<file path="src/cpu_pkg.sv">
package cpu_pkg;

    // word widths
    localparam int data_w     = 32;
    localparam int reg_addr_w = 4;

    // memory sizes, in words
    localparam int imem_depth = 256;
    localparam int dmem_depth = 256;
    localparam int mem_addr_w = 8;

    // major opcodes in bits 31:29
    localparam logic [2:0] op_alu    = 3'b000;
    localparam logic [2:0] op_ldst   = 3'b001;
    localparam logic [2:0] op_branch = 3'b010;
    localparam logic [2:0] op_move   = 3'b100;
    localparam logic [2:0] op_pctl   = 3'b101;
    localparam logic [2:0] op_term   = 3'b111;

    // alu function codes, low 3 bits of funct
    localparam logic [2:0] alu_add = 3'd0;
    localparam logic [2:0] alu_sub = 3'd1;
    localparam logic [2:0] alu_and = 3'd2;
    localparam logic [2:0] alu_or  = 3'd3;
    localparam logic [2:0] alu_xor = 3'd4;
    localparam logic [2:0] alu_srl = 3'd5;
    localparam logic [2:0] alu_sll = 3'd6;
    localparam logic [2:0] alu_sra = 3'd7;

    // branch conditions, tested on rs
    localparam logic [1:0] cond_always = 2'b00;
    localparam logic [1:0] cond_neg    = 2'b01;
    localparam logic [1:0] cond_nonneg = 2'b10;
    localparam logic [1:0] cond_zero   = 2'b11;

    // one instruction walks these in order
    typedef enum logic [2:0] {
        st_fetch,
        st_decode,
        st_execute,
        st_memory,
        st_writeback,
        st_term
    } step_t;

    // alu, load/store, move and program control
    // rd sits in the top four bits of imm
    typedef struct packed {
        logic [2:0]  opcode;
        logic [3:0]  rs;
        logic [3:0]  rt;
        logic [15:0] imm;
        logic [4:0]  funct;
    } fmt_r_t;

    // branches with the long offset
    typedef struct packed {
        logic [2:0]  opcode;
        logic [3:0]  rs;
        logic [22:0] imm;
        logic [1:0]  cond;
    } fmt_b_t;

    typedef union packed {
        fmt_r_t fmt_r;
        fmt_b_t fmt_b;
    } instr_t;

endpackage
</file>
<file path="src/cpu_sequencer.sv">
`timescale 1ns/100ps

module cpu_sequencer (
    input  logic                clk,
    input  logic                rst,
    input  logic                hold_req,
    input  logic                term_req,
    output cpu_pkg::step_t      step,
    output logic                halted
);

    cpu_pkg::step_t step_nxt;

    always_comb
    begin
        step_nxt = step;
        case (step)
            cpu_pkg::st_fetch:
            begin
                step_nxt = cpu_pkg::st_decode;
            end
            cpu_pkg::st_decode:
            begin
                // terminate wins over a wait
                if (term_req)
                begin
                    step_nxt = cpu_pkg::st_term;
                end
                else if (!hold_req)
                begin
                    step_nxt = cpu_pkg::st_execute;
                end
            end
            cpu_pkg::st_execute:
            begin
                step_nxt = cpu_pkg::st_memory;
            end
            cpu_pkg::st_memory:
            begin
                step_nxt = cpu_pkg::st_writeback;
            end
            cpu_pkg::st_writeback:
            begin
                step_nxt = cpu_pkg::st_fetch;
            end
            cpu_pkg::st_term:
            begin
                // absorbing, only rst leaves
                step_nxt = cpu_pkg::st_term;
            end
            default:
            begin
                step_nxt = cpu_pkg::st_fetch;
            end
        endcase
    end

    always_ff @(posedge clk)
    begin
        if (rst)
        begin
            step <= cpu_pkg::st_fetch;
        end
        else
        begin
            step <= step_nxt;
        end
    end

    assign halted = (step == cpu_pkg::st_term);

endmodule

</file>
<file path="config.mk">
export PLATFORM = sky130hd
export DESIGN_NAME = cpu_sequencer
export DESIGN_NICKNAME = d
export VERILOG_FILES = /design/src/cpu_pkg.sv /design/src/cpu_sequencer.sv
export SDC_FILE = /design/constraint.sdc
export NUM_CORES = 1
export LEC_CHECK = 0
export BUFFER_PORTS_ARGS = -buffer_cell sky130_fd_sc_hd__clkbuf_2
export CAP_MARGIN = 0
export CORE_AREA = 2 2 39 41
export CTS_CLUSTER_SIZE = 40
export DETAILED_ROUTE_END_ITERATION = 7
export DIE_AREA = 0 0 41 43
export PLACE_DENSITY_LB_ADDON = 0.08
export SETUP_SLACK_MARGIN = 0.02
export SLEW_MARGIN = 20
export SYNTH_ARGS = -nofsm -noshare
export SYNTH_HDL_FRONTEND = slang
export SYNTH_SLANG_ARGS = --single-unit
</file>
<file path="constraint.sdc">
create_clock -name clk -period 2.4 [get_ports clk]
set_clock_uncertainty 0.05 [all_clocks]
set_input_delay 0.24 -clock clk [delete_from_list [all_inputs] [get_ports clk]]
set_output_delay 0.24 -clock clk [all_outputs]
set_load 0.02 [all_outputs]
</file>
# --- Word-level counts from Yosys, hierarchy flattened ---
# Cells that the tools add are included.
op_classes:
  n_lt_le_gt_ge: 0
  n_shift: 0
  n_eq_ne: 5
  mux: 3
  reduce_logical: 1
  n_div: 0
  n_addsub: 0
  bitwise: 0
  mul: 0
ops:
  columns: ["cell", "n"]
  rows:
  - ["$pmux 3 s5", 1]
  - ["$eq 3x2->1 const B", 2]
  - ["$mux 3", 2]
  - ["$eq 3x1->1 const B", 1]
  - ["$eq 3x3->1 const B", 1]
  - ["$logic_not 3->1", 1]
  - ["$ne 3x3->1 const B", 1]
word_totals:
  n_memories: 0
  inputBits: 4
  regBits: 3
  mem_bits_rw: 0
  latchBits: 0
  rom_bits: 0

# --- Logic depth before layout (Yosys ltp) ---
depth:
  ltp_word: 3
  ltp_mapped: 2

# --- Worst setup path after synthesis ---
# No wires, ideal clock.
synth_path:
  path_kind: "reg2reg"
  start: "reg step[0]"
  end: "reg step[1]"
  required_time_ns: 2.270
  path_slack_ns: 1.156
  path_stages_with_launch: 3
  path_buffers: 0
  t_arrival_ns: 1.114
  cell_sequence: "dfxtp_1 or4b_1 a211oi_2"
synth_between:
  elab_chain_cells: 2
synth_lines:
  columns: ["element", "line", "source"]
  rows:
  - ["start: declaration", "cpu_sequencer.sv:8", "output cpu_pkg::step_t step,"]
  - ["start signal: assignment", "cpu_sequencer.sv:62", "step <= cpu_pkg::st_fetch;"]
  - ["start signal: assignment", "cpu_sequencer.sv:66", "step <= step_nxt;"]
  - ["$eq 3x3->1 (tied with other cells)", "cpu_sequencer.sv:17", "case (step)"]
  - ["$pmux 3 s5 / $ne 3x3->1 (equally long branches)", null, null]
# Several ways; a longest one is shown, not always the timed one.
# A chain may end at the register's enable or synchronous reset.

# --- Worst setup path after layout ---
layout_path:
  start: "reg step[2]"
  end: "out halted"
layout_between:
  elab_chain_cells: 1
layout_lines:
  columns: ["element", "line", "source"]
  rows:
  - ["$eq 3x3->1", "cpu_sequencer.sv:70", "assign halted = (step == cpu_pkg::st_term);"]
  - ["end: declaration", "cpu_sequencer.sv:9", "output logic halted"]
# No other way between the ends.

==> impl_metrics.env <==
export IMPL_port_buffer_count=7
export IMPL_worstMarginPinSlew_ns=0.326
export IMPL_clock_power_share_pct=53.0
export IMPL_cts_tree="built"
export IMPL_hold_path_depth=2
export IMPL_num_rows=14
export IMPL_grt_pass1_vias=170
export IMPL_fmax_ghz=0.762
export IMPL_die_area_um2=1760
export IMPL_fin_crit_sh_pct=54.6
export IMPL_post_cts_buffers=0
export IMPL_initial_core_util_pct=10.1
export IMPL_fin_crit_ns=1.31
export IMPL_path_clk_slew_ns=0.04
export IMPL_finalSetupViolCount=0
export IMPL_largestRegisters="step: 3 flops"
export IMPL_slew_headroom_pct=77.7
export IMPL_hold_viol=0
export IMPL_nNetsFinal=30
export IMPL_outcome="complete, no violations"
export IMPL_numCtsBuffers=3
export IMPL_clock_latency_ns=0.23
export IMPL_switching_share_pct=25.4
export IMPL_path_max_fanout=7
export IMPL_internal_power_uw=124
export IMPL_grt_overflow=0
export IMPL_drc=0
export IMPL_clk_path_buf_depth=2
export IMPL_r2r_cells=2
export IMPL_num_fill_cells=162
export IMPL_clk_root_buffer_cell="clkbuf_4"
export IMPL_synthesis_instances=14
export IMPL_diodes=0
export IMPL_r2r_slack_ns=1.18
export IMPL_power_density_nw_per_um2=751
export IMPL_antenna_found_initial=0
export IMPL_grt_usage_pct=6.91
export IMPL_io_pin_count=8
export IMPL_drtAntennaViolNets=0
export IMPL_cts_sinks=3
export IMPL_firstDrtPassIters=4
export IMPL_place_congestion=0.656
export IMPL_die_y_um=43
export IMPL_mostFrequentLayoutCells="7 x clkbuf_2, 3 x clkbuf_4, 3 x dfxtp_1"
export IMPL_arrival_ns=1.02
export IMPL_viasPerCell=3.85
export IMPL_cts_repair_resized=0
export IMPL_regMostFlops="step"
export IMPL_reg2reg_from="step[0]"
export IMPL_num_vias=158
export IMPL_routedWlPerCell_um=9.90
export IMPL_pre_cts_ws_ns=1.19
export IMPL_grt_pass1_wl_um=690
export IMPL_timing_rr_end="step[1]"
export IMPL_ir_drop_uv=177
export IMPL_critPathKind="reg2out"
export IMPL_layout_commonest_cell="clkbuf_2"
export IMPL_rsz0062_at_grt="false"
export IMPL_holdPathEnd="step[1]"
export IMPL_seq_area_um2=60.1
export IMPL_worst_slack_ns=1.09
export IMPL_drv_cap=0
export IMPL_required_ns=2.11
export IMPL_grt_max_degree=8
export IMPL_die_x_um=41
export IMPL_crit_path_start_kind="flop"
export IMPL_seq_power_share_pct=35.5
export IMPL_power_switching_uw=42.3
export IMPL_syn_area_per_cell_um2=10.0
export IMPL_drt_wl_total_um=406
export IMPL_ys_seq_elements=3
export IMPL_seq_area_frac_synth_pct=42.9
export IMPL_cts_hold_buffers=0
export IMPL_min_from="rst"
export IMPL_drtIter0Drc=3
export IMPL_synth_warning_count=0
export IMPL_min_delay_path_class="in2reg"
export IMPL_netlist_area_um2=140
export IMPL_final_util_pct=16.0
export IMPL_fin_setup_tns_ns=0
export IMPL_coreArea_um2=1380
export IMPL_slew_viol_final=0
export IMPL_leakage_uw=0.0000929
export IMPL_multiInputGateArea_um2=76.3
export IMPL_area_delta_synth_final_pct=58.0
export IMPL_htree_levels=1
export IMPL_ys_types=11
export IMPL_comb_power_share_pct=11.5
export IMPL_drive_gt1_share_pct=48.0
export IMPL_largest_register_ff_count=3
export IMPL_cp_end_kind="output port"
export IMPL_dp_hpwl_um=301
export IMPL_postSynthNetCount=18
-- synthesized netlist by cell type, drive strengths merged --
cell / instances / share of area (%)
and2: 1 / 5.4
nand2: 1 / 2.7
nor2: 1 / 2.7
nor3: 1 / 3.6
a211oi: 1 / 8.9
nor4b: 1 / 6.3
dfxtp: 3 / 43
or2b: 1 / 5.4
inv: 1 / 2.7
or4b: 1 / 7.1
a2111oi: 2 / 13
-- through the flow --
step | instance area, um^2 | power (uW) | instances | hold WS, ns
after floorplan | 140 | 69.4 | 14 | 0.255
final | 221 | 166 | 41 | 0.148
after detailed placement | 195 | 79.1 | 37 | 0.388
after CTS | 221 | 172 | 41 | 0.140
after global routing | 221 | 177 | 41 | 0.151
after global placement | 195 | 79.7 | 37 | 0.395
-- critical path, cell delays in order (launching register included) --
cell,delay (ns)
dfxtp_1,0.45
nand2_1,0.08
nor2_1,0.08
clkbuf_2,0.17
-- kinds of logic (layout without fill, tap and decap cells) --
| kind of cell | after synthesis | after routing | synth area share, % |
|---|---|---|---|
| AO/OA/AOI/OAI | 3 | 3 | 21.4 |
| AND/OR/NAND/NOR | 7 | 7 | 33.0 |
| buffers and inverters | 1 | 12 | 2.68 |
| flip-flops | 3 | 3 | 42.9 |
-- per-layer routing --
metal	share of wire [%]	vias up	global-route usage [%]
met4	0	0	10.0
li1	-	76	-
met1	47	76	7.32
met3	3.4	0	4.71
met5	0	-	0
met2	50	6	6.88
-- worst max path at each step --
stage | start | end
5_1_grt | step[2] | halted
3_3_place_gp | step[0] | step[1]
2_1_floorplan | step[0] | step[1]
3_5_place_dp | step[0] | step[1]
4_1_cts | step[2] | halted
6_report | step[2] | halted
-- power by group through the flow --
stage	logic [uW]	registers, uW	clock network [uW]
after floorplan	7.00	62.4	0
after global placement	19.7	60.0	0
after detailed placement	19.2	59.9	0
after CTS	19.4	59.2	93.6
after global routing	20.5	59.8	96.3
final	19.1	59.0	88.3
-- final cells by class --
cell class / count / share of cell area [%]
clock buffers: 4 / 11.9
inverters: 1 / 1.69
multi-input cells: 10 / 34.5
flip-flops and latches: 3 / 27.1
well taps: 16 / 9.04
repair buffers: 7 / 15.8
Note: power is estimated with default switching activity, not from simulation.
