==> src/cpu_pkg.sv <==
package cpu_pkg;

    // word widths
    localparam int data_w     = 32;
    localparam int reg_addr_w = 4;

    // memory sizes, in words
    localparam int imem_depth = 256;
    localparam int dmem_depth = 256;
    localparam int mem_addr_w = 8;

    // major opcodes in bits 31:29
    localparam logic [2:0] op_alu    = 3'b000;
    localparam logic [2:0] op_ldst   = 3'b001;
    localparam logic [2:0] op_branch = 3'b010;
    localparam logic [2:0] op_move   = 3'b100;
    localparam logic [2:0] op_pctl   = 3'b101;
    localparam logic [2:0] op_term   = 3'b111;

    // alu function codes, low 3 bits of funct
    localparam logic [2:0] alu_add = 3'd0;
    localparam logic [2:0] alu_sub = 3'd1;
    localparam logic [2:0] alu_and = 3'd2;
    localparam logic [2:0] alu_or  = 3'd3;
    localparam logic [2:0] alu_xor = 3'd4;
    localparam logic [2:0] alu_srl = 3'd5;
    localparam logic [2:0] alu_sll = 3'd6;
    localparam logic [2:0] alu_sra = 3'd7;

    // branch conditions, tested on rs
    localparam logic [1:0] cond_always = 2'b00;
    localparam logic [1:0] cond_neg    = 2'b01;
    localparam logic [1:0] cond_nonneg = 2'b10;
    localparam logic [1:0] cond_zero   = 2'b11;

    // one instruction walks these in order
    typedef enum logic [2:0] {
        st_fetch,
        st_decode,
        st_execute,
        st_memory,
        st_writeback,
        st_term
    } step_t;

    // alu, load/store, move and program control
    // rd sits in the top four bits of imm
    typedef struct packed {
        logic [2:0]  opcode;
        logic [3:0]  rs;
        logic [3:0]  rt;
        logic [15:0] imm;
        logic [4:0]  funct;
    } fmt_r_t;

    // branches with the long offset
    typedef struct packed {
        logic [2:0]  opcode;
        logic [3:0]  rs;
        logic [22:0] imm;
        logic [1:0]  cond;
    } fmt_b_t;

    typedef union packed {
        fmt_r_t fmt_r;
        fmt_b_t fmt_b;
    } instr_t;

endpackage
==> src/execute_stage.sv <==
`timescale 1ns/100ps

module execute_stage (
    input  logic                        clk,
    input  logic                        rst,
    input  cpu_pkg::step_t              step,
    input  logic [cpu_pkg::data_w-1:0]  op_a,
    input  logic [cpu_pkg::data_w-1:0]  op_b,
    input  logic [cpu_pkg::data_w-1:0]  imm,
    input  logic [cpu_pkg::data_w-1:0]  pc_d,
    input  logic [2:0]                  alu_code,
    input  logic                        use_imm,
    input  logic                        use_pc,
    input  logic [1:0]                  cond,
    input  logic [2:0]                  opcode,
    output logic [cpu_pkg::data_w-1:0]  alu_out,
    output logic                        take_branch,
    output logic [cpu_pkg::data_w-1:0]  store_data
);

    logic [cpu_pkg::data_w-1:0] opnd1;
    logic [cpu_pkg::data_w-1:0] opnd2;
    logic [cpu_pkg::data_w-1:0] result;
    logic [2:0]                 code;
    logic                       cond_ok;

    // branch target is pc plus offset
    assign opnd1 = use_pc ? pc_d : op_a;
    assign opnd2 = use_imm ? imm : op_b;

    // address and target math is always an add
    assign code = ((opcode == cpu_pkg::op_ldst) || (opcode == cpu_pkg::op_branch))
                  ? cpu_pkg::alu_add : alu_code;

    always_comb
    begin
        case (code)
            cpu_pkg::alu_add: result = opnd1 + opnd2;
            cpu_pkg::alu_sub: result = opnd1 - opnd2;
            cpu_pkg::alu_and: result = opnd1 & opnd2;
            cpu_pkg::alu_or:  result = opnd1 | opnd2;
            cpu_pkg::alu_xor: result = opnd1 ^ opnd2;
            // shift amount from the low five bits
            cpu_pkg::alu_srl: result = opnd1 >> opnd2[4:0];
            cpu_pkg::alu_sll: result = opnd1 << opnd2[4:0];
            cpu_pkg::alu_sra: result = $signed(opnd1) >>> opnd2[4:0];
            default:          result = opnd1;
        endcase
    end

    // condition on rs, never on the target
    always_comb
    begin
        case (cond)
            cpu_pkg::cond_always: cond_ok = 1'b1;
            cpu_pkg::cond_neg:    cond_ok = op_a[cpu_pkg::data_w-1];
            cpu_pkg::cond_nonneg: cond_ok = !op_a[cpu_pkg::data_w-1];
            default:              cond_ok = (op_a == '0);
        endcase
    end

    always_ff @(posedge clk)
    begin
        if (rst)
        begin
            take_branch <= 1'b0;
        end
        else if (step == cpu_pkg::st_execute)
        begin
            take_branch <= (opcode == cpu_pkg::op_branch) && cond_ok;
        end
    end

    always_ff @(posedge clk)
    begin
        if (step == cpu_pkg::st_execute)
        begin
            // move passes rs straight through
            alu_out    <= (opcode == cpu_pkg::op_move) ? op_a : result;
            store_data <= op_b;
        end
    end

endmodule

==> config.mk <==
export PLATFORM = sky130hd
export DESIGN_NAME = execute_stage
export DESIGN_NICKNAME = d
export VERILOG_FILES = /design/src/cpu_pkg.sv /design/src/execute_stage.sv
export SDC_FILE = /design/constraint.sdc
export NUM_CORES = 1
export LEC_CHECK = 0
export ABC_AREA = 1
export BUFFER_PORTS_ARGS = -buffer_cell sky130_fd_sc_hd__buf_2
export CAP_MARGIN = 20
export CORE_MARGIN = 8
export CORE_UTILIZATION = 35
export CTS_BUF_LIST = sky130_fd_sc_hd__clkbuf_4
export CTS_CLUSTER_SIZE = 20
export DETAILED_ROUTE_END_ITERATION = 10
export MAX_ROUTING_LAYER = met4
export SYNTH_ARGS = -nofsm -noshare
export SYNTH_HDL_FRONTEND = slang
export SYNTH_SLANG_ARGS = --single-unit
export TNS_END_PERCENT = 10
==> constraint.sdc <==
create_clock -name clk -period 8.85 [get_ports clk]
set_input_delay 0.885 -clock clk [delete_from_list [all_inputs] [get_ports clk]]
set_output_delay 0.885 -clock clk [all_outputs]
set_load 0.1 [all_outputs]
-- Word-level counts from Yosys, hierarchy flattened
Index checks and enable logic that the tools add are counted.
- flip-flop bits (word level): 65
- latch bits: 0
- memory bits (writable): 0
- ROM bits: 0
- bits of input ports: 143
- output and inout port bits: 65
- word-level logic and storage cells: 36
- memories: 0
- add/subtract/negate cells: 2
- multiply operators: 0
- div/mod/pow operators: 0
- order comparisons: 0
- equal/unequal tests: 13
- shift operators: 3
- mux-type cells: 6
- bitwise logic cells: 3
- reduce and logical (&&, ||, !) cells: 6
- operator list (cell ; count):
    $pmux 32 s8 ; 1
    $mux 32 ; 3
    $add 32x32->32 ; 1
    $and 32x32->32 ; 1
    $logic_not 32->1 ; 1
    $or 32x32->32 ; 1
    $shl 32x5->32 ; 1
    $shr 32x5->32 ; 1
    $sshr 32x5->32 ; 1
    $sub 32x32->32 ; 1
    $xor 32x32->32 ; 1
    $eq 3x3->1 const B ; 5
    $eq 3x2->1 const B ; 4
    $eq 3x1->1 const B ; 2
    $logic_not 3->1 ; 1
    $mux 3 ; 1
    $pmux 1 s3 ; 1
    $eq 2x1->1 const B ; 1
    $eq 2x2->1 const B ; 1
    $logic_not 2->1 ; 1
    $logic_and 1x1->1 ; 1
    $logic_not 1->1 ; 1
    $logic_or 1x1->1 ; 1

-- Depth between registers and ports, before layout
- word-level depth: 6
- depth in mapped cells: 29

-- Least setup slack after synthesis
OpenSTA, ideal clock, no wires.
- path type: input to register
- start: input step[0]
- end: register take_branch
- setup time: 70 ps
- data arrival time: 6236 ps
- slack: 2544 ps
- cell stages on the path: 5
- path buffers: 0
- cell sequence: nor3_1 > inv_1 > nor4_1 > o211ai_1 > a21oi_1
- word-level cells in the longest chain between the ends: 1
- ends and longest elaborated chain (element ; line ; RTL):
    from (decl) ; execute_stage.sv:6 ; input cpu_pkg::step_t step,
    $eq 3x2->1 ; execute_stage.sv:68 ; else if (step == cpu_pkg::st_execute)
    to (signal assigned) ; execute_stage.sv:70 ; take_branch <= (opcode == cpu_pkg::op_branch) && cond_ok;
    to (decl) ; execute_stage.sv:17 ; output logic take_branch,
Every way passes these cells.
A chain may end at the register's enable or synchronous reset.

-- Final worst setup path
- start: input use_imm
- end: register alu_out[20] in the netlist's numbering (data pin)
- word-level cells in the longest chain between the ends: 4
- elaborated cells between the ends (all ways): 11
- those cells by class: add/sub (2); shift (3); mux (3); bitwise (3)
- ends and longest elaborated chain (element ; line ; RTL):
    from (decl) ; execute_stage.sv:12 ; input logic use_imm,
    $mux 32 * ; execute_stage.sv:29 ; assign opnd2 = use_imm ? imm : op_b;
    $sub 32x32->32 (tied with other cells) ; execute_stage.sv:39 ; cpu_pkg::alu_sub: result = opnd1 - opnd2;
    $pmux 32 s8 * ; execute_stage.sv:37 ; case (code)
    $mux 32 * ; execute_stage.sv:79 ; alu_out <= (opcode == cpu_pkg::op_move) ? op_a : result;
    to (signal assigned) ; execute_stage.sv:79 ;
    to (decl) ; execute_stage.sv:16 ; output logic [cpu_pkg::data_w-1:0] alu_out,
Every way passes the cells marked *; elsewhere a longest branch is shown, timed or not.

==> results.json <==
{
  "yosys.area_share.simple_pct": 46.8,
  "layout.nets": 2507,
  "avgSynthCellArea_sq_um": 5.73,
  "fmax_mhz": 177,
  "cp-end-kind": "register",
  "crit_buf_inv": 5,
  "grt_pass1_vias": 14400,
  "grt_overflow": 0,
  "p_leak_nw": 7.19,
  "max_cap_violations": 0,
  "powerDensity_nw_per_um2": 127,
  "rsz0062_at_grt": "false",
  "use_met3_pct": 3.81,
  "die_h_um": 201,
  "cts_resized": 0,
  "final_area_sq_um": 13600,
  "cts_inserted_buffers": 9,
  "cts_tree": "done",
  "drc": 0,
  "async_flop_share_pct": 0,
  "setup.worst_path.start_class": "primary input",
  "synth_cells": 2103,
  "synth_ff_type": "edfxtp_1",
  "syn_nets": 2344,
  "vias": 15300,
  "finalNonFillerCells": 2730,
  "final.setup.tns_ns": 0,
  "clk_pin_slew_ns": 0.14,
  "critPathMaxStageDelay_ns": 0.62,
  "synth_edf_count": 64,
  "synth_fa_ha_area_share_pct": 10.2,
  "top_usage_layer": "met2",
  "pin_count": 208,
  "synthXorXnorAreaFrac_pct": 2.76,
  "min_path_cells": 2,
  "synth_top_family_by_area": "simple AND/OR/NAND/NOR gates",
  "dp_hpwl_mm": 52.4,
  "arrival_ns": 5.97,
  "ant_nets": 0,
  "design.core.area_sq_um": 34200,
  "drv_slew": 0,
  "min_from": "rst",
  "hp-class": "in2reg",
  "placed_area_sq_um": 13400,
  "wire_per_inst_um": 23.7,
  "antenna_found_initial": 4,
  "grt_max_degree": 70,
  "reg2reg_from": "take_branch",
  "crit_family": "simple AND/OR/NAND/NOR gates",
  "yosysUniqueCellTypes": 53,
  "path_cells": "buf_2, buf_4, nand2_1, o21ai_2, buf_4, nand2_1, nor2_1, nand2_1, nor2_2, nand3_1, nand2_1, xor2_1, ha_1, a21oi_1, o21ai_0, a21oi_1, nand4_1, nand3_1, nand2_1, inv_1, nand3b_1, nand2_1, inv_1",
  "r2r_end": "take_branch",
  "vias_per_cell": 5.59,
  "r2r_slack_ns": 8.24,
  "yosys.area.top_type": "nand2_1",
  "first_iter_violations": 1622,
  "ff2ff_path_depth": 2,
  "cp_data_required_time_ns": 9.17,
  "path_common_cell": "nand2_1",
  "cts_root_buf": "clkbuf_4",
  "synth_seq_cells": 65,
  "finalHoldViolCount": 0,
  "layout_common_cells": "nand2_1, nand3_1, inv_1",
  "crit_slowest_cell": "buf_4",
  "maxSlewHeadroom_pct": 31.7,
  "synth_mux_area_share_pct": 0.0935,
  "initial_core_util_pct": 35.2,
  "whs_endpoint": "take_branch",
  "grt_pass1_wl_mm": 94.5,
  "drive_gt1_share_pct": 14.0,
  "htreeDepth": 3,
  "track_usage_pct": 31.6,
  "clock-sinks": 65,
  "synth.cell_area_sq_um": 12000,
  "hold_buffers": 0,
  "placementRows": 68,
  "die-area_sq_um": 40600,
  "ys_warn_count": 0,
  "die_x_um": 201,
  "setup-violations-final": 0,
  "period_needed_ns": 5.66,
  "post_cts_buffers": 0,
  "ir_worst_vdd_mv": 0.0787,
  "ys_seq_area_share_pct": 16.1,
  "grt_util_met2_pct": 51.7,
  "area_growth_pct": 12.9,
  "outcome": "finished clean",
  "io_buffers": 207,
  "worst_pin_slew_ns": 1.02,
  "drt_pass1_iterations": 5,
  "wirelength_mm": 64.7,
  "finalClockSkew_ns": 0,
  "layout_commonest_cell": "nand2_1",
  "met1_usage_pct": 39.6,
  "worstSetupPathType": "in2reg",
  "synth_top_cells_by_area": "nand2_1, edfxtp_1, nand3_1, ha_1, inv_1",
  "dp.cells": 2709,
  "synth_top_area_share_pct": 24.6,
  "worstSkewPairLatency_ns": 0.55,
  "cp_max_fo": 54,
  "synth_compound_area_share_pct": 12.4,
  "gp_congestion": 1.01,
  "period_share_pct": 63.9,
  "clockBufferDepth": 2,
  "power_mw": 1.72
}
[worst reg2reg max path, stage by stage (launching register included)]
cell and delay [ns]:
dfxtp_1 0.35, nand2_1 0.06, a21oi_1 0.15
[worst max path at each step]
stage,from,end,cells past startpoint
after global routing,use_imm,alu_out[30],25
after global placement,use_imm,alu_out[26],23
after CTS,use_imm,alu_out[26],23
final,use_imm,alu_out[20],23
after detailed placement,use_imm,alu_out[26],23
after floorplan,step[0],take_branch,5
[stage by stage]
stage               setup slack [ns]  hold WS, ns  util [%]
detailed placement              2.70        0.463      39.2
floorplan                       2.54        0.920         -
finish                          3.19        0.469      39.8
global placement                2.64        0.454      39.2
CTS                             3.28        0.452      39.6
global route                    2.83        0.469      39.7
[kinds of logic (layout without fill, tap and decap cells)]
kind of cell               Yosys count  count (layout)
and+or+nand+nor                   1322            1322
other                                0               4
adders and majority gates           98              98
buffers and inverters              331             499
DFF                                 65              65
AOI/OAI and AO/OA                  248             248
xor gates and xnor gates            38              38
muxes                                1               1
[Yosys cell counts, types with 6 or more instances]
cell and n:
buf_2 36, or2_2 15, o21ai_2 22, clkbuf_1 26, nor2_1 127, edfxtp_1 64, buf_6 7, o21ai_0 75
inv_1 245, nand3_1 298, nand2_1 788, nor4_1 11, buf_1 6, a21oi_1 82, nand3b_1 12, nor3_1 19
nor2_2 6, ha_1 97, nand4_1 27, o21ai_1 22, o211ai_1 11, xor2_1 36
[area by class of cell]
class	count	area, sq um
Sequential cell	65	1940
Antenna cell	4	10.0
Timing Repair Buffer	234	1260
Inverter	249	935
Multi-Input combinational cell	1707	8740
Fill cell	3979	20600
Clock buffer	11	82.6
Clock inverter	5	56.3
Tap cell	455	569
[per-layer routing]
layer  vias up  wire length [um]
li1       7201                 -
met1      7299             27100
met2       674             31000
met3        94              4440
met4         0              2170
met5         -                 0
[state kept, by name (all words and copies together), names as in the netlist]
name / count
alu_out: 32
store_data: 32
take_branch: 1
[power by group]
group | internal (mW) | switching [mW] | total (mW) | leakage [nW]
registers | 0.366 | 0.00582 | 0.372 | 0.585
clock network | 0.0914 | 0.145 | 0.237 | 0.0769
logic | 0.285 | 0.828 | 1.11 | 6.53
No activity file was read; power rests on OpenSTA's default activity.
