## config.mk

```make
export PLATFORM = sky130hd
export DESIGN_NAME = decode_stage
export DESIGN_NICKNAME = d
export VERILOG_FILES = /design/src/cpu_pkg.sv /design/src/decode_stage.sv
export SDC_FILE = /design/constraint.sdc
export NUM_CORES = 1
export LEC_CHECK = 0
export BUFFER_PORTS_ARGS = -buffer_cell sky130_fd_sc_hd__buf_2
export CAP_MARGIN = 20
export CORE_ASPECT_RATIO = 2
export CORE_MARGIN = 3
export CORE_UTILIZATION = 55
export CTS_BUF_LIST = sky130_fd_sc_hd__clkbuf_16
export DETAILED_ROUTE_END_ITERATION = 16
export GPL_ROUTABILITY_DRIVEN = 0
export GPL_TIMING_DRIVEN = 0
export PLACE_DENSITY = 0.7
export SETUP_SLACK_MARGIN = 0.15
export SYNTH_ARGS = -nofsm -noshare
export SYNTH_HDL_FRONTEND = slang
export SYNTH_SLANG_ARGS = --single-unit
```

## constraint.sdc

```tcl
create_clock -name clk -period 4.35 [get_ports clk]
set_clock_uncertainty 0.15 [all_clocks]
set_input_delay 0.2175 -clock clk [delete_from_list [all_inputs] [get_ports clk]]
set_output_delay 0.2175 -clock clk [all_outputs]
set_load 0.1 [all_outputs]
```

## src/cpu_pkg.sv

```systemverilog
package cpu_pkg;

    // word widths
    localparam int data_w     = 32;
    localparam int reg_addr_w = 4;

    // memory sizes, in words
    localparam int imem_depth = 256;
    localparam int dmem_depth = 256;
    localparam int mem_addr_w = 8;

    // major opcodes in bits 31:29
    localparam logic [2:0] op_alu    = 3'b000;
    localparam logic [2:0] op_ldst   = 3'b001;
    localparam logic [2:0] op_branch = 3'b010;
    localparam logic [2:0] op_move   = 3'b100;
    localparam logic [2:0] op_pctl   = 3'b101;
    localparam logic [2:0] op_term   = 3'b111;

    // alu function codes, low 3 bits of funct
    localparam logic [2:0] alu_add = 3'd0;
    localparam logic [2:0] alu_sub = 3'd1;
    localparam logic [2:0] alu_and = 3'd2;
    localparam logic [2:0] alu_or  = 3'd3;
    localparam logic [2:0] alu_xor = 3'd4;
    localparam logic [2:0] alu_srl = 3'd5;
    localparam logic [2:0] alu_sll = 3'd6;
    localparam logic [2:0] alu_sra = 3'd7;

    // branch conditions, tested on rs
    localparam logic [1:0] cond_always = 2'b00;
    localparam logic [1:0] cond_neg    = 2'b01;
    localparam logic [1:0] cond_nonneg = 2'b10;
    localparam logic [1:0] cond_zero   = 2'b11;

    // one instruction walks these in order
    typedef enum logic [2:0] {
        st_fetch,
        st_decode,
        st_execute,
        st_memory,
        st_writeback,
        st_term
    } step_t;

    // alu, load/store, move and program control
    // rd sits in the top four bits of imm
    typedef struct packed {
        logic [2:0]  opcode;
        logic [3:0]  rs;
        logic [3:0]  rt;
        logic [15:0] imm;
        logic [4:0]  funct;
    } fmt_r_t;

    // branches with the long offset
    typedef struct packed {
        logic [2:0]  opcode;
        logic [3:0]  rs;
        logic [22:0] imm;
        logic [1:0]  cond;
    } fmt_b_t;

    typedef union packed {
        fmt_r_t fmt_r;
        fmt_b_t fmt_b;
    } instr_t;

endpackage
```

## src/decode_stage.sv

```systemverilog
`timescale 1ns/100ps

module decode_stage (
    input  logic                            clk,
    input  logic                            rst,
    input  cpu_pkg::step_t                  step,
    input  cpu_pkg::instr_t                 ir,
    input  logic [cpu_pkg::mem_addr_w-1:0]  pc,
    input  logic                            halt_button,
    input  logic                            wb_valid,
    input  logic [cpu_pkg::reg_addr_w-1:0]  wb_addr,
    input  logic [cpu_pkg::data_w-1:0]      wb_data,
    output logic [cpu_pkg::data_w-1:0]      op_a,
    output logic [cpu_pkg::data_w-1:0]      op_b,
    output logic [cpu_pkg::data_w-1:0]      imm,
    output logic [cpu_pkg::data_w-1:0]      pc_d,
    output logic [2:0]                      alu_code,
    output logic                            use_imm,
    output logic                            use_pc,
    output logic [1:0]                      cond,
    output logic [2:0]                      opcode,
    output logic [cpu_pkg::reg_addr_w-1:0]  rt_d,
    output logic                            ldst_store,
    output logic                            hold_req,
    output logic                            term_req
);

    logic [cpu_pkg::data_w-1:0]     regs [2**cpu_pkg::reg_addr_w];
    cpu_pkg::fmt_r_t                fr;
    cpu_pkg::fmt_b_t                fb;
    logic [cpu_pkg::data_w-1:0]     imm_ext;
    logic [cpu_pkg::reg_addr_w-1:0] wr_target;
    logic                           imm_sel;
    logic                           in_decode;

    // same word seen two ways
    assign fr = ir.fmt_r;
    assign fb = ir.fmt_b;

    assign in_decode = (step == cpu_pkg::st_decode);

    always_comb
    begin
        imm_ext   = {{16{fr.imm[15]}}, fr.imm};
        wr_target = fr.rt;
        imm_sel   = 1'b1;
        case (fr.opcode)
            cpu_pkg::op_alu:
            begin
                // funct[4] picks immediate form
                imm_sel = fr.funct[4];
                // register form writes rd, top of imm
                if (!fr.funct[4])
                begin
                    wr_target = fr.imm[15:12];
                end
            end
            cpu_pkg::op_branch:
            begin
                imm_ext = {{9{fb.imm[22]}}, fb.imm};
            end
            default:
            begin
                imm_sel = 1'b1;
            end
        endcase
    end

    // wait only on the bit-28-clear form
    assign hold_req = in_decode && (fr.opcode == cpu_pkg::op_pctl) && !ir[28] && halt_button;
    assign term_req = in_decode && (fr.opcode == cpu_pkg::op_term);

    // register file, cleared on reset
    always_ff @(posedge clk)
    begin
        if (rst)
        begin
            for (int i = 0; i < 2**cpu_pkg::reg_addr_w; i++)
            begin
                regs[i] <= '0;
            end
        end
        else if (wb_valid)
        begin
            regs[wb_addr] <= wb_data;
        end
    end

    // control fields
    always_ff @(posedge clk)
    begin
        if (rst)
        begin
            opcode     <= cpu_pkg::op_pctl;
            use_imm    <= 1'b0;
            use_pc     <= 1'b0;
            ldst_store <= 1'b0;
        end
        else if (in_decode)
        begin
            opcode     <= fr.opcode;
            use_imm    <= imm_sel;
            use_pc     <= (fr.opcode == cpu_pkg::op_branch);
            ldst_store <= (fr.opcode == cpu_pkg::op_ldst) && fr.funct[0];
        end
    end

    // operands and payload
    always_ff @(posedge clk)
    begin
        if (in_decode)
        begin
            op_a     <= regs[fr.rs];
            op_b     <= regs[fr.rt];
            imm      <= imm_ext;
            pc_d     <= {{(cpu_pkg::data_w - cpu_pkg::mem_addr_w){1'b0}}, pc};
            alu_code <= fr.funct[2:0];
            cond     <= fb.cond;
            rt_d     <= wr_target;
        end
    end

endmodule

```

# Yosys cells after proc, flatten, opt, wreduce, memory -nomap -nowiden
# Memories as Yosys holds them, arrays and structs flattened. A register that Yosys moved wholly into a read port is not among the register bits.
# Cells that the tools add are included.
# word_totals
out_inout_bits	145
n_memories	1
regBits	55
mem_bits_rw	512
word_cells	35
input_bits	83
# memory_table
name	words	word_bits	read_ports	rd_ports_with_merged_regs	wr	line	text
regs	16	32	2	2	16	decode_stage.sv:28	logic [cpu_pkg::data_w-1:0] regs [2**cpu_pkg::reg_addr_w];
# op_classes
muxes	12
n_eq_ne	5
n_reduce_logical	8
# ops
cell	n
$mux W32	2
$reduce_or A32 Y1	1
$mux W4	3
$mux W1	7
$eq A3 B1 Y1 const B	2
$eq A3 B3 Y1 const B	2
$logic_and A1 B1 Y1	5
$eq A3 B2 Y1 const B	1
$logic_not A3 Y1	1
$logic_not A1 Y1	1

# Depth between registers and ports, before layout
# Gate-level depths: netlist of run 1.
# logic_depth
word_depth	5
mapped_depth	6
depth_no_buf	3

# Worst setup path after synthesis of run 1
# Ideal clock, no wire load.
# synth_timing
path_type	input to output
from	input port step[1]
to	output port hold_req
path_buffers	1
path_stages	4
path_slack_ns	-1.283
required_ns	3.983
arrival_time_ns	5.265
cell_sequence	nor3b_1 > buf_2 > nand3_1 > nor4b_1
# synth_between
elab_chain_len	4
# synth_rtl
item	line	text
start, declared	decode_stage.sv:6	input cpu_pkg::step_t step,
$eq A3 B1 Y1	decode_stage.sv:40	assign in_decode = (step == cpu_pkg::st_decode);
$logic_and A1 B1 Y1 (3 in a row)	decode_stage.sv:70	assign hold_req = in_decode && (fr.opcode == cpu_pkg::op_pctl) && !ir[28] && halt_button;
end, declared	decode_stage.sv:24	output logic hold_req,
# Every way passes these cells.

# Worst setup path in the final report of run 1
# layout_timing
from	input port step[2]
to	output port hold_req
# Same word-level chain as after synthesis.

==> reports/metrics.yaml, run 1 <==
flow_run:
  maxCapViolCount: 0
min_path:
  worstHoldPathType: "in -> reg"
pwr:
  swShare: 0.2540
  combinationalPowerShare: 0.132
  total_power_mw: 13.68
  intPower_mw: 10.21
  cellLeakagePower_nw: 12.51
  switching_power_mw: 3.475
  pwr-share-clk: 0.352
  power_density_nw_per_um2: 389.7
  vdd_ir_drop_max_uv: 303.4
  sequentialPowerShare: 0.516
detailed_routing:
  drc: 0
  drt_first_iter_violations: 1869
  vias: 18680
  avgViaCountPerCell: 6.172
  ant_nets: 0
  wirelength_um: 87990
  wl_per_cell_um: 29.08
  first_pass_iters: 6
logic_synthesis:
  synth_edf_count: 614
  ys_async_sr_fraction: 0
  synth_ff_type: "edfxtp_1"
  synth_area_sq_um: 30450
  synth_cell_types: 36
  avgSynthCellArea_sq_um: 16.16
  ys_seq_area_frac: 0.6094
  synth_compound_area_frac: 0.03426
  ys_ff_latch: 620
  synthCells: 1884
  synth.mux.area_fraction: 0.1970
  synth_top_family_by_area: "multiplexers"
  synthSimpleGateAreaFrac: 0.1260
  ys_warn_count: 0
  synth_fa_ha_area_frac: 0
  synth_xor_area_frac: 0
sta:
  slew_viol_final: 0
  setup_violations: 0
  relSlewSlack: 0.1885
  fin_crit_ns: 3.101
  timing.fmax_mhz: 322.5
  fin_crit_sh: 0.7129
  tightest_slew_ns: 1.217
  finalHoldViolCount: 0
  rsz0062_at_grt: "no"
  whs_ns: 0.08969
  tns_ns: 0
global_route:
  antenna_found_initial: 4
  gr-usage-met2: 0.5655
  grtUsageMet1: 0.3003
  overflow: 0
  met3_usage: 0.05683
  grt_usage: 0.3020
  grt_pass1_wl_um: 125800
  busiest_layer: "met2"
  grt_pass1_vias: 20040
  grt_max_degree: 73
final_layout:
  design_area_sq_um: 35110
  syn_to_final_growth_pct: 15.28
  layout_common_cells: "edfxtp_1 (614), and2_1 (514), mux4_2 (256)"
  drive_gt1_frac: 0.2868
  final_common_cell: "edfxtp_1"
  fillers: 3971
  num-nets-final: 2329
  postLayoutCoreUtil: 0.6423
worst_setup_path:
  worstPathMaxFanout: 40
  crit_family: "buffers and inverters"
  end_kind: "output pin"
  worst_path_max_delay_cell: "buf_4"
  reg2reg_slack_ns: 2.54
  cp.required_ns: 3.98
  path_buf_inv: 4
  crit_type: "in -> out"
  cp_data_arrival_time_ns: 2.73
  crit_chain: "dlygate4sd3_1 -> buf_2 -> nor3b_1 -> buf_4 -> nand3_1 -> nor4b_4 -> buf_2"
  slowest_delay_ns: 0.58
  cp_common_cell: "buf_2"
  setup.worst_path.start_class: "input port"
die:
  start_util: 0.5572
  placementRows: 121
  dieArea_sq_um: 58400
  coreArea_sq_um: 54650
  die_h_um: 338.8
  io_pins: 228
  die_w_um: 172.4
clock_tree:
  clockRootBuffer: "clkbuf_16"
  cts.reportedPaths.clkPinSlew_ns: 0.06
  cts-htree-levels: 2
  tritoncts: "done"
  postCtsResizedCells: 0
  cts.path.max_buffers: 3
  cts-hold-fix-buffers: 77
  insertion_delay_ns: 0.60
  cts_setup_buffers: 0
  numCtsBuffers: 52
  cts_sinks: 620
place:
  dp.final_hpwl_um: 62350
  placed_area_sq_um: 32550
  io_buffers: 199
outcome:
  status: "complete, no violations"
[cell usage after synthesis (2+ instances only)]
cell,number,area (sq um)
nand4bb_1,2,22.52
nor3_1,3,15.01
edfxtp_1,614,18440
and2_1,514,3216
nor2b_1,7,43.79
mux2i_1,2,20.02
a211o_1,2,17.52
clkbuf_1,123,461.7
nor2_1,16,60.06
buf_4,42,315.3
buf_2,22,110.1
mux2_2,19,214.0
or2_2,16,100.1
mux4_2,256,5766
nand2_1,65,244.0
buf_6,5,56.30
buf_1,13,48.80
nor2_4,3,33.78
clkbuf_2,3,15.01
a22oi_1,128,960.9
a21o_1,7,52.55
nand2b_1,3,18.77
dfxtp_1,6,120.1
[registers in the layout, indices dropped and copies added, names as in the netlist]
signal,flops
imm,23
op_b,32
use_imm,1
ldst_store,1
alu_code,3
pc_d,8
regs,512
rt_d,4
use_pc,1
op_a,32
opcode,3
[cell type report]
class / instances / area (sq um) / share of cell area
Antenna cell: 4 / 10.01 / 0.0002851
Buffer: 208 / 1010 / 0.02876
Clock buffer: 53 / 1326 / 0.03778
Clock inverter: 39 / 374.1 / 0.01066
Inverter: 1 / 3.754 / 0.0001069
Multi-Input combinational cell: 1078 / 10990 / 0.3131
Sequential cell: 620 / 18560 / 0.5286
Tap cell: 738 / 923.4 / 0.02630
Timing Repair Buffer: 285 / 1909 / 0.05439
[cell families after synthesis]
family          after synthesis
compound gates              139
buf+inv                     209
flops                       620
mux                         277
other cells                   1
simple gates                638
[worst reg2reg max path, delay by kind of cell, from the launching register on]
| kind | cells | cell delay, ns |
|---|---|---|
| mux | 1 | 0.50 |
| flops | 1 | 0.40 |
| compound gates | 1 | 0.33 |
| simple gates | 1 | 0.16 |
[metal layers]
metal	vias to the layer above	part of all wire
met4	2	0.070
met2	1045	0.56
met3	365	0.076
met1	9334	0.30
met5	-	0.00015
li1	7931	-
[metrics by stage]
stage          setup slack (ns)  instances
5_1_grt                   1.024       3023
6_report                  1.249       3026
2_1_floorplan            0.4447       1907
3_5_place_dp              1.206       2848
4_1_cts                   1.228       3017
3_3_place_gp             0.2316       2844
[power by group through the flow]
stage	clock network (mW)	registers (mW)	logic, mW
detailed placement	0	7.19	1.73
global placement	0	7.14	1.69
finish	4.81	7.06	1.80
CTS	4.84	7.06	1.79
floorplan	0	7.36	1.01
global route	5.07	7.09	1.88
[final timing paths]
check / from / end / cells past startpoint
setup / recovery: step[2] / hold_req / 7
hold / removal: wb_addr[0] / regs[0][21] / 3
setup reg to reg: regs[15][1] / op_b[1] / 3
hold reg to reg: ldst_store / ldst_store / 2
(Power assumes the default switching activity.)
==> run 2, diff against run 1 <==
clock period = 3.1 ns   (was 4.35 ns; I/O delays follow)
==> run 2 against run 1 <==
Effect of this change:
- sequential share of layout area rose by 0.070 points
- sequential power grew 40%
- non-clock buffer count is the same
- sequential cell count did not move
- global-route usage shrank 0.24 points
- routed wire length decreased by 0.58%
- combinational power is 41% higher
- die area unchanged
==> reports/metrics.yaml, run 2 (synthesized netlist as in run 1, its figures left out) <==
final_layout:
  multi_input_area_sq_um: 11000  # about the same
  syn_to_final_growth_pct: 15.12
  design_area_sq_um: 35060  # -0.13%
  final_common_cell: "edfxtp_1"
  regArea_sq_um: 18560  # unchanged
  layout_common_cells: "edfxtp_1 (614), and2_1 (514), mux4_2 (256)"
  drive_gt1_frac: 0.2852  # -0.001625
  fillers: 3983  # +0.30%
  postLayoutCoreUtil: 0.6415  # -0.0008470
  num-nets-final: 2331  # +0.086%
  largest_register: "regs"
  largest_reg_flops: 512  # unchanged
  stdcell_count: 3031  # +0.17%
  reg_top3: "regs x512, op_a x32, op_b x32"
die:
  coreArea_sq_um: 54650  # unchanged
  die_w_um: 172.4  # unchanged
  die_h_um: 338.8  # unchanged
  dieArea_sq_um: 58400  # unchanged
  io_pins: 228  # unchanged
  start_util: 0.5572  # unchanged
  placementRows: 121  # unchanged
clock_tree:
  cts.reportedPaths.clkPinSlew_ns: 0.06  # about the same
  insertion_delay_ns: 0.61  # about the same
  cts.path.max_buffers: 3  # unchanged
  clockRootBuffer: "clkbuf_16"
  cts_sinks: 620  # unchanged
  cts-htree-levels: 2  # unchanged
  tritoncts: "done"
  cts_setup_buffers: 0  # unchanged
  numCtsBuffers: 54  # +3.8%
global_route:
  grt_usage: 0.2997  # -0.002380
  grt_pass1_vias: 20400  # +1.8%
  overflow: 0  # unchanged
  antenna_found_initial: 4  # unchanged
  grt_max_degree: 112  # +53%
  grt_pass1_wl_um: 124900  # -0.71%
place:
  placed_area_sq_um: 32510  # -0.12%
  dp_cells: 2847  # -0.035%
  io_buffers: 199  # unchanged
  dp.final_hpwl_um: 61470  # -1.4%
worst_setup_path:
  worstPathMaxFanout: 32  # -20%
  reg2reg_slack_ns: 1.28  # -1.26 ns
  crit_type: "in -> reg"
  setup.worst_path.start_class: "input port"
  cp.required_ns: 3.17  # -0.81 ns
  end_kind: "register"
  r2r_end: "op_a[1]"
  cp_data_arrival_time_ns: 3.06  # +0.33 ns
  reg2reg_depth: 3  # unchanged
  reg2reg_from: "regs[8][1]"
sta:
  finalHoldViolCount: 0  # unchanged
  rsz0062_at_grt: "no"
  fin_crit_ns: 2.984
  slew_viol_final: 0  # unchanged
  relSlewSlack: 0.2177  # +0.02921
  tns_ns: 0  # unchanged
  tightest_slew_ns: 1.173  # -0.04382 ns
  timing.fmax_mhz: 335.1
  fin_crit_sh: 0.9627
  setup_violations: 0  # unchanged
detailed_routing:
  first_pass_iters: 6  # unchanged
  wirelength_um: 87490  # -0.58%
  vias: 18800  # +0.64%
  ant_nets: 0  # unchanged
  drc: 0  # unchanged
  wl_per_cell_um: 28.86  # -0.74%
  avgViaCountPerCell: 6.202  # +0.48%
  drt_first_iter_violations: 1639  # -12%
outcome:
  status: "complete, no violations"
min_path:
  worstHoldPathType: "in -> reg"
  hold_start: "rst"
  whs_path_depth: 3  # unchanged
  min_to: "use_pc"
pwr:
  power_density_nw_per_um2: 541.4  # +39%
  cellLeakagePower_nw: 12.50  # about the same
  vdd_ir_drop_max_uv: 409.8  # +35%
flow_run:
  maxCapViolCount: 0  # unchanged
[run 2: cell type report]
class                      count  area share
clock inverter                41    0.006531
timing repair buffer         285     0.05417
clock buffer                  57     0.04068
sequential                   620      0.5293
tap                          738     0.02634
inverter                       1   0.0001071
antenna                        3   0.0002141
buffer                       208     0.02898
multi-input combinational   1078      0.3137
[run 2: per-layer routing]
layer | share of wire | global-route usage
met2 | 0.56 | 0.5585
met1 | 0.30 | 0.3015
met3 | 0.070 | 0.04994
met5 | 0 | 0
met4 | 0.072 | 0.1833
[run 2: stage by stage]
stage	power [mW]	hold slack (ns)	setup slack (ns)
floorplan	11.74	0.1039	0.3173
global placement	12.39	0.1854	-0.4082
detailed placement	12.50	0.1847	0.06381
CTS	18.98	0.002703	0.1790
global route	19.46	0.05834	0.1950
finish	18.98	0.03449	0.1157
[run 2: worst max path at each step]
stage               startpoint      endpoint  slack (ns)  depth (start not counted)
CTS                 wb_addr[1]   regs[13][2]        0.18                          5
global route        wb_addr[0]   regs[11][2]        0.19                          5
floorplan              step[1]      hold_req        0.32                          4
global placement           rst  regs[12][19]       -0.41                          4
detailed placement         rst  regs[13][19]        0.06                          4
finish              wb_addr[0]  regs[11][19]        0.12                          5
[run 2: what timing repair did]
| action | in CTS | in global routing |
|---|---|---|
| resized for setup | 0 | 2 |
| hold buffers | 78 | 0 |
| setup endpoints to repair | 0 | 33 |
| endpoints found under the hold margin | 233 | 0 |
[run 2: power breakdown]
part / total (mW) / switching [mW] / internal [mW]
registers: 9.91 / 0.212 / 9.70
clock network: 6.54 / 3.07 / 3.47
logic: 2.53 / 1.60 / 0.935
[run 2: critical path: stages]
cell	delay, ns
dlygate4sd3_1	0.55
buf_2	0.21
nand2_1	0.20
nor2_1	0.89
or2_2	1.02
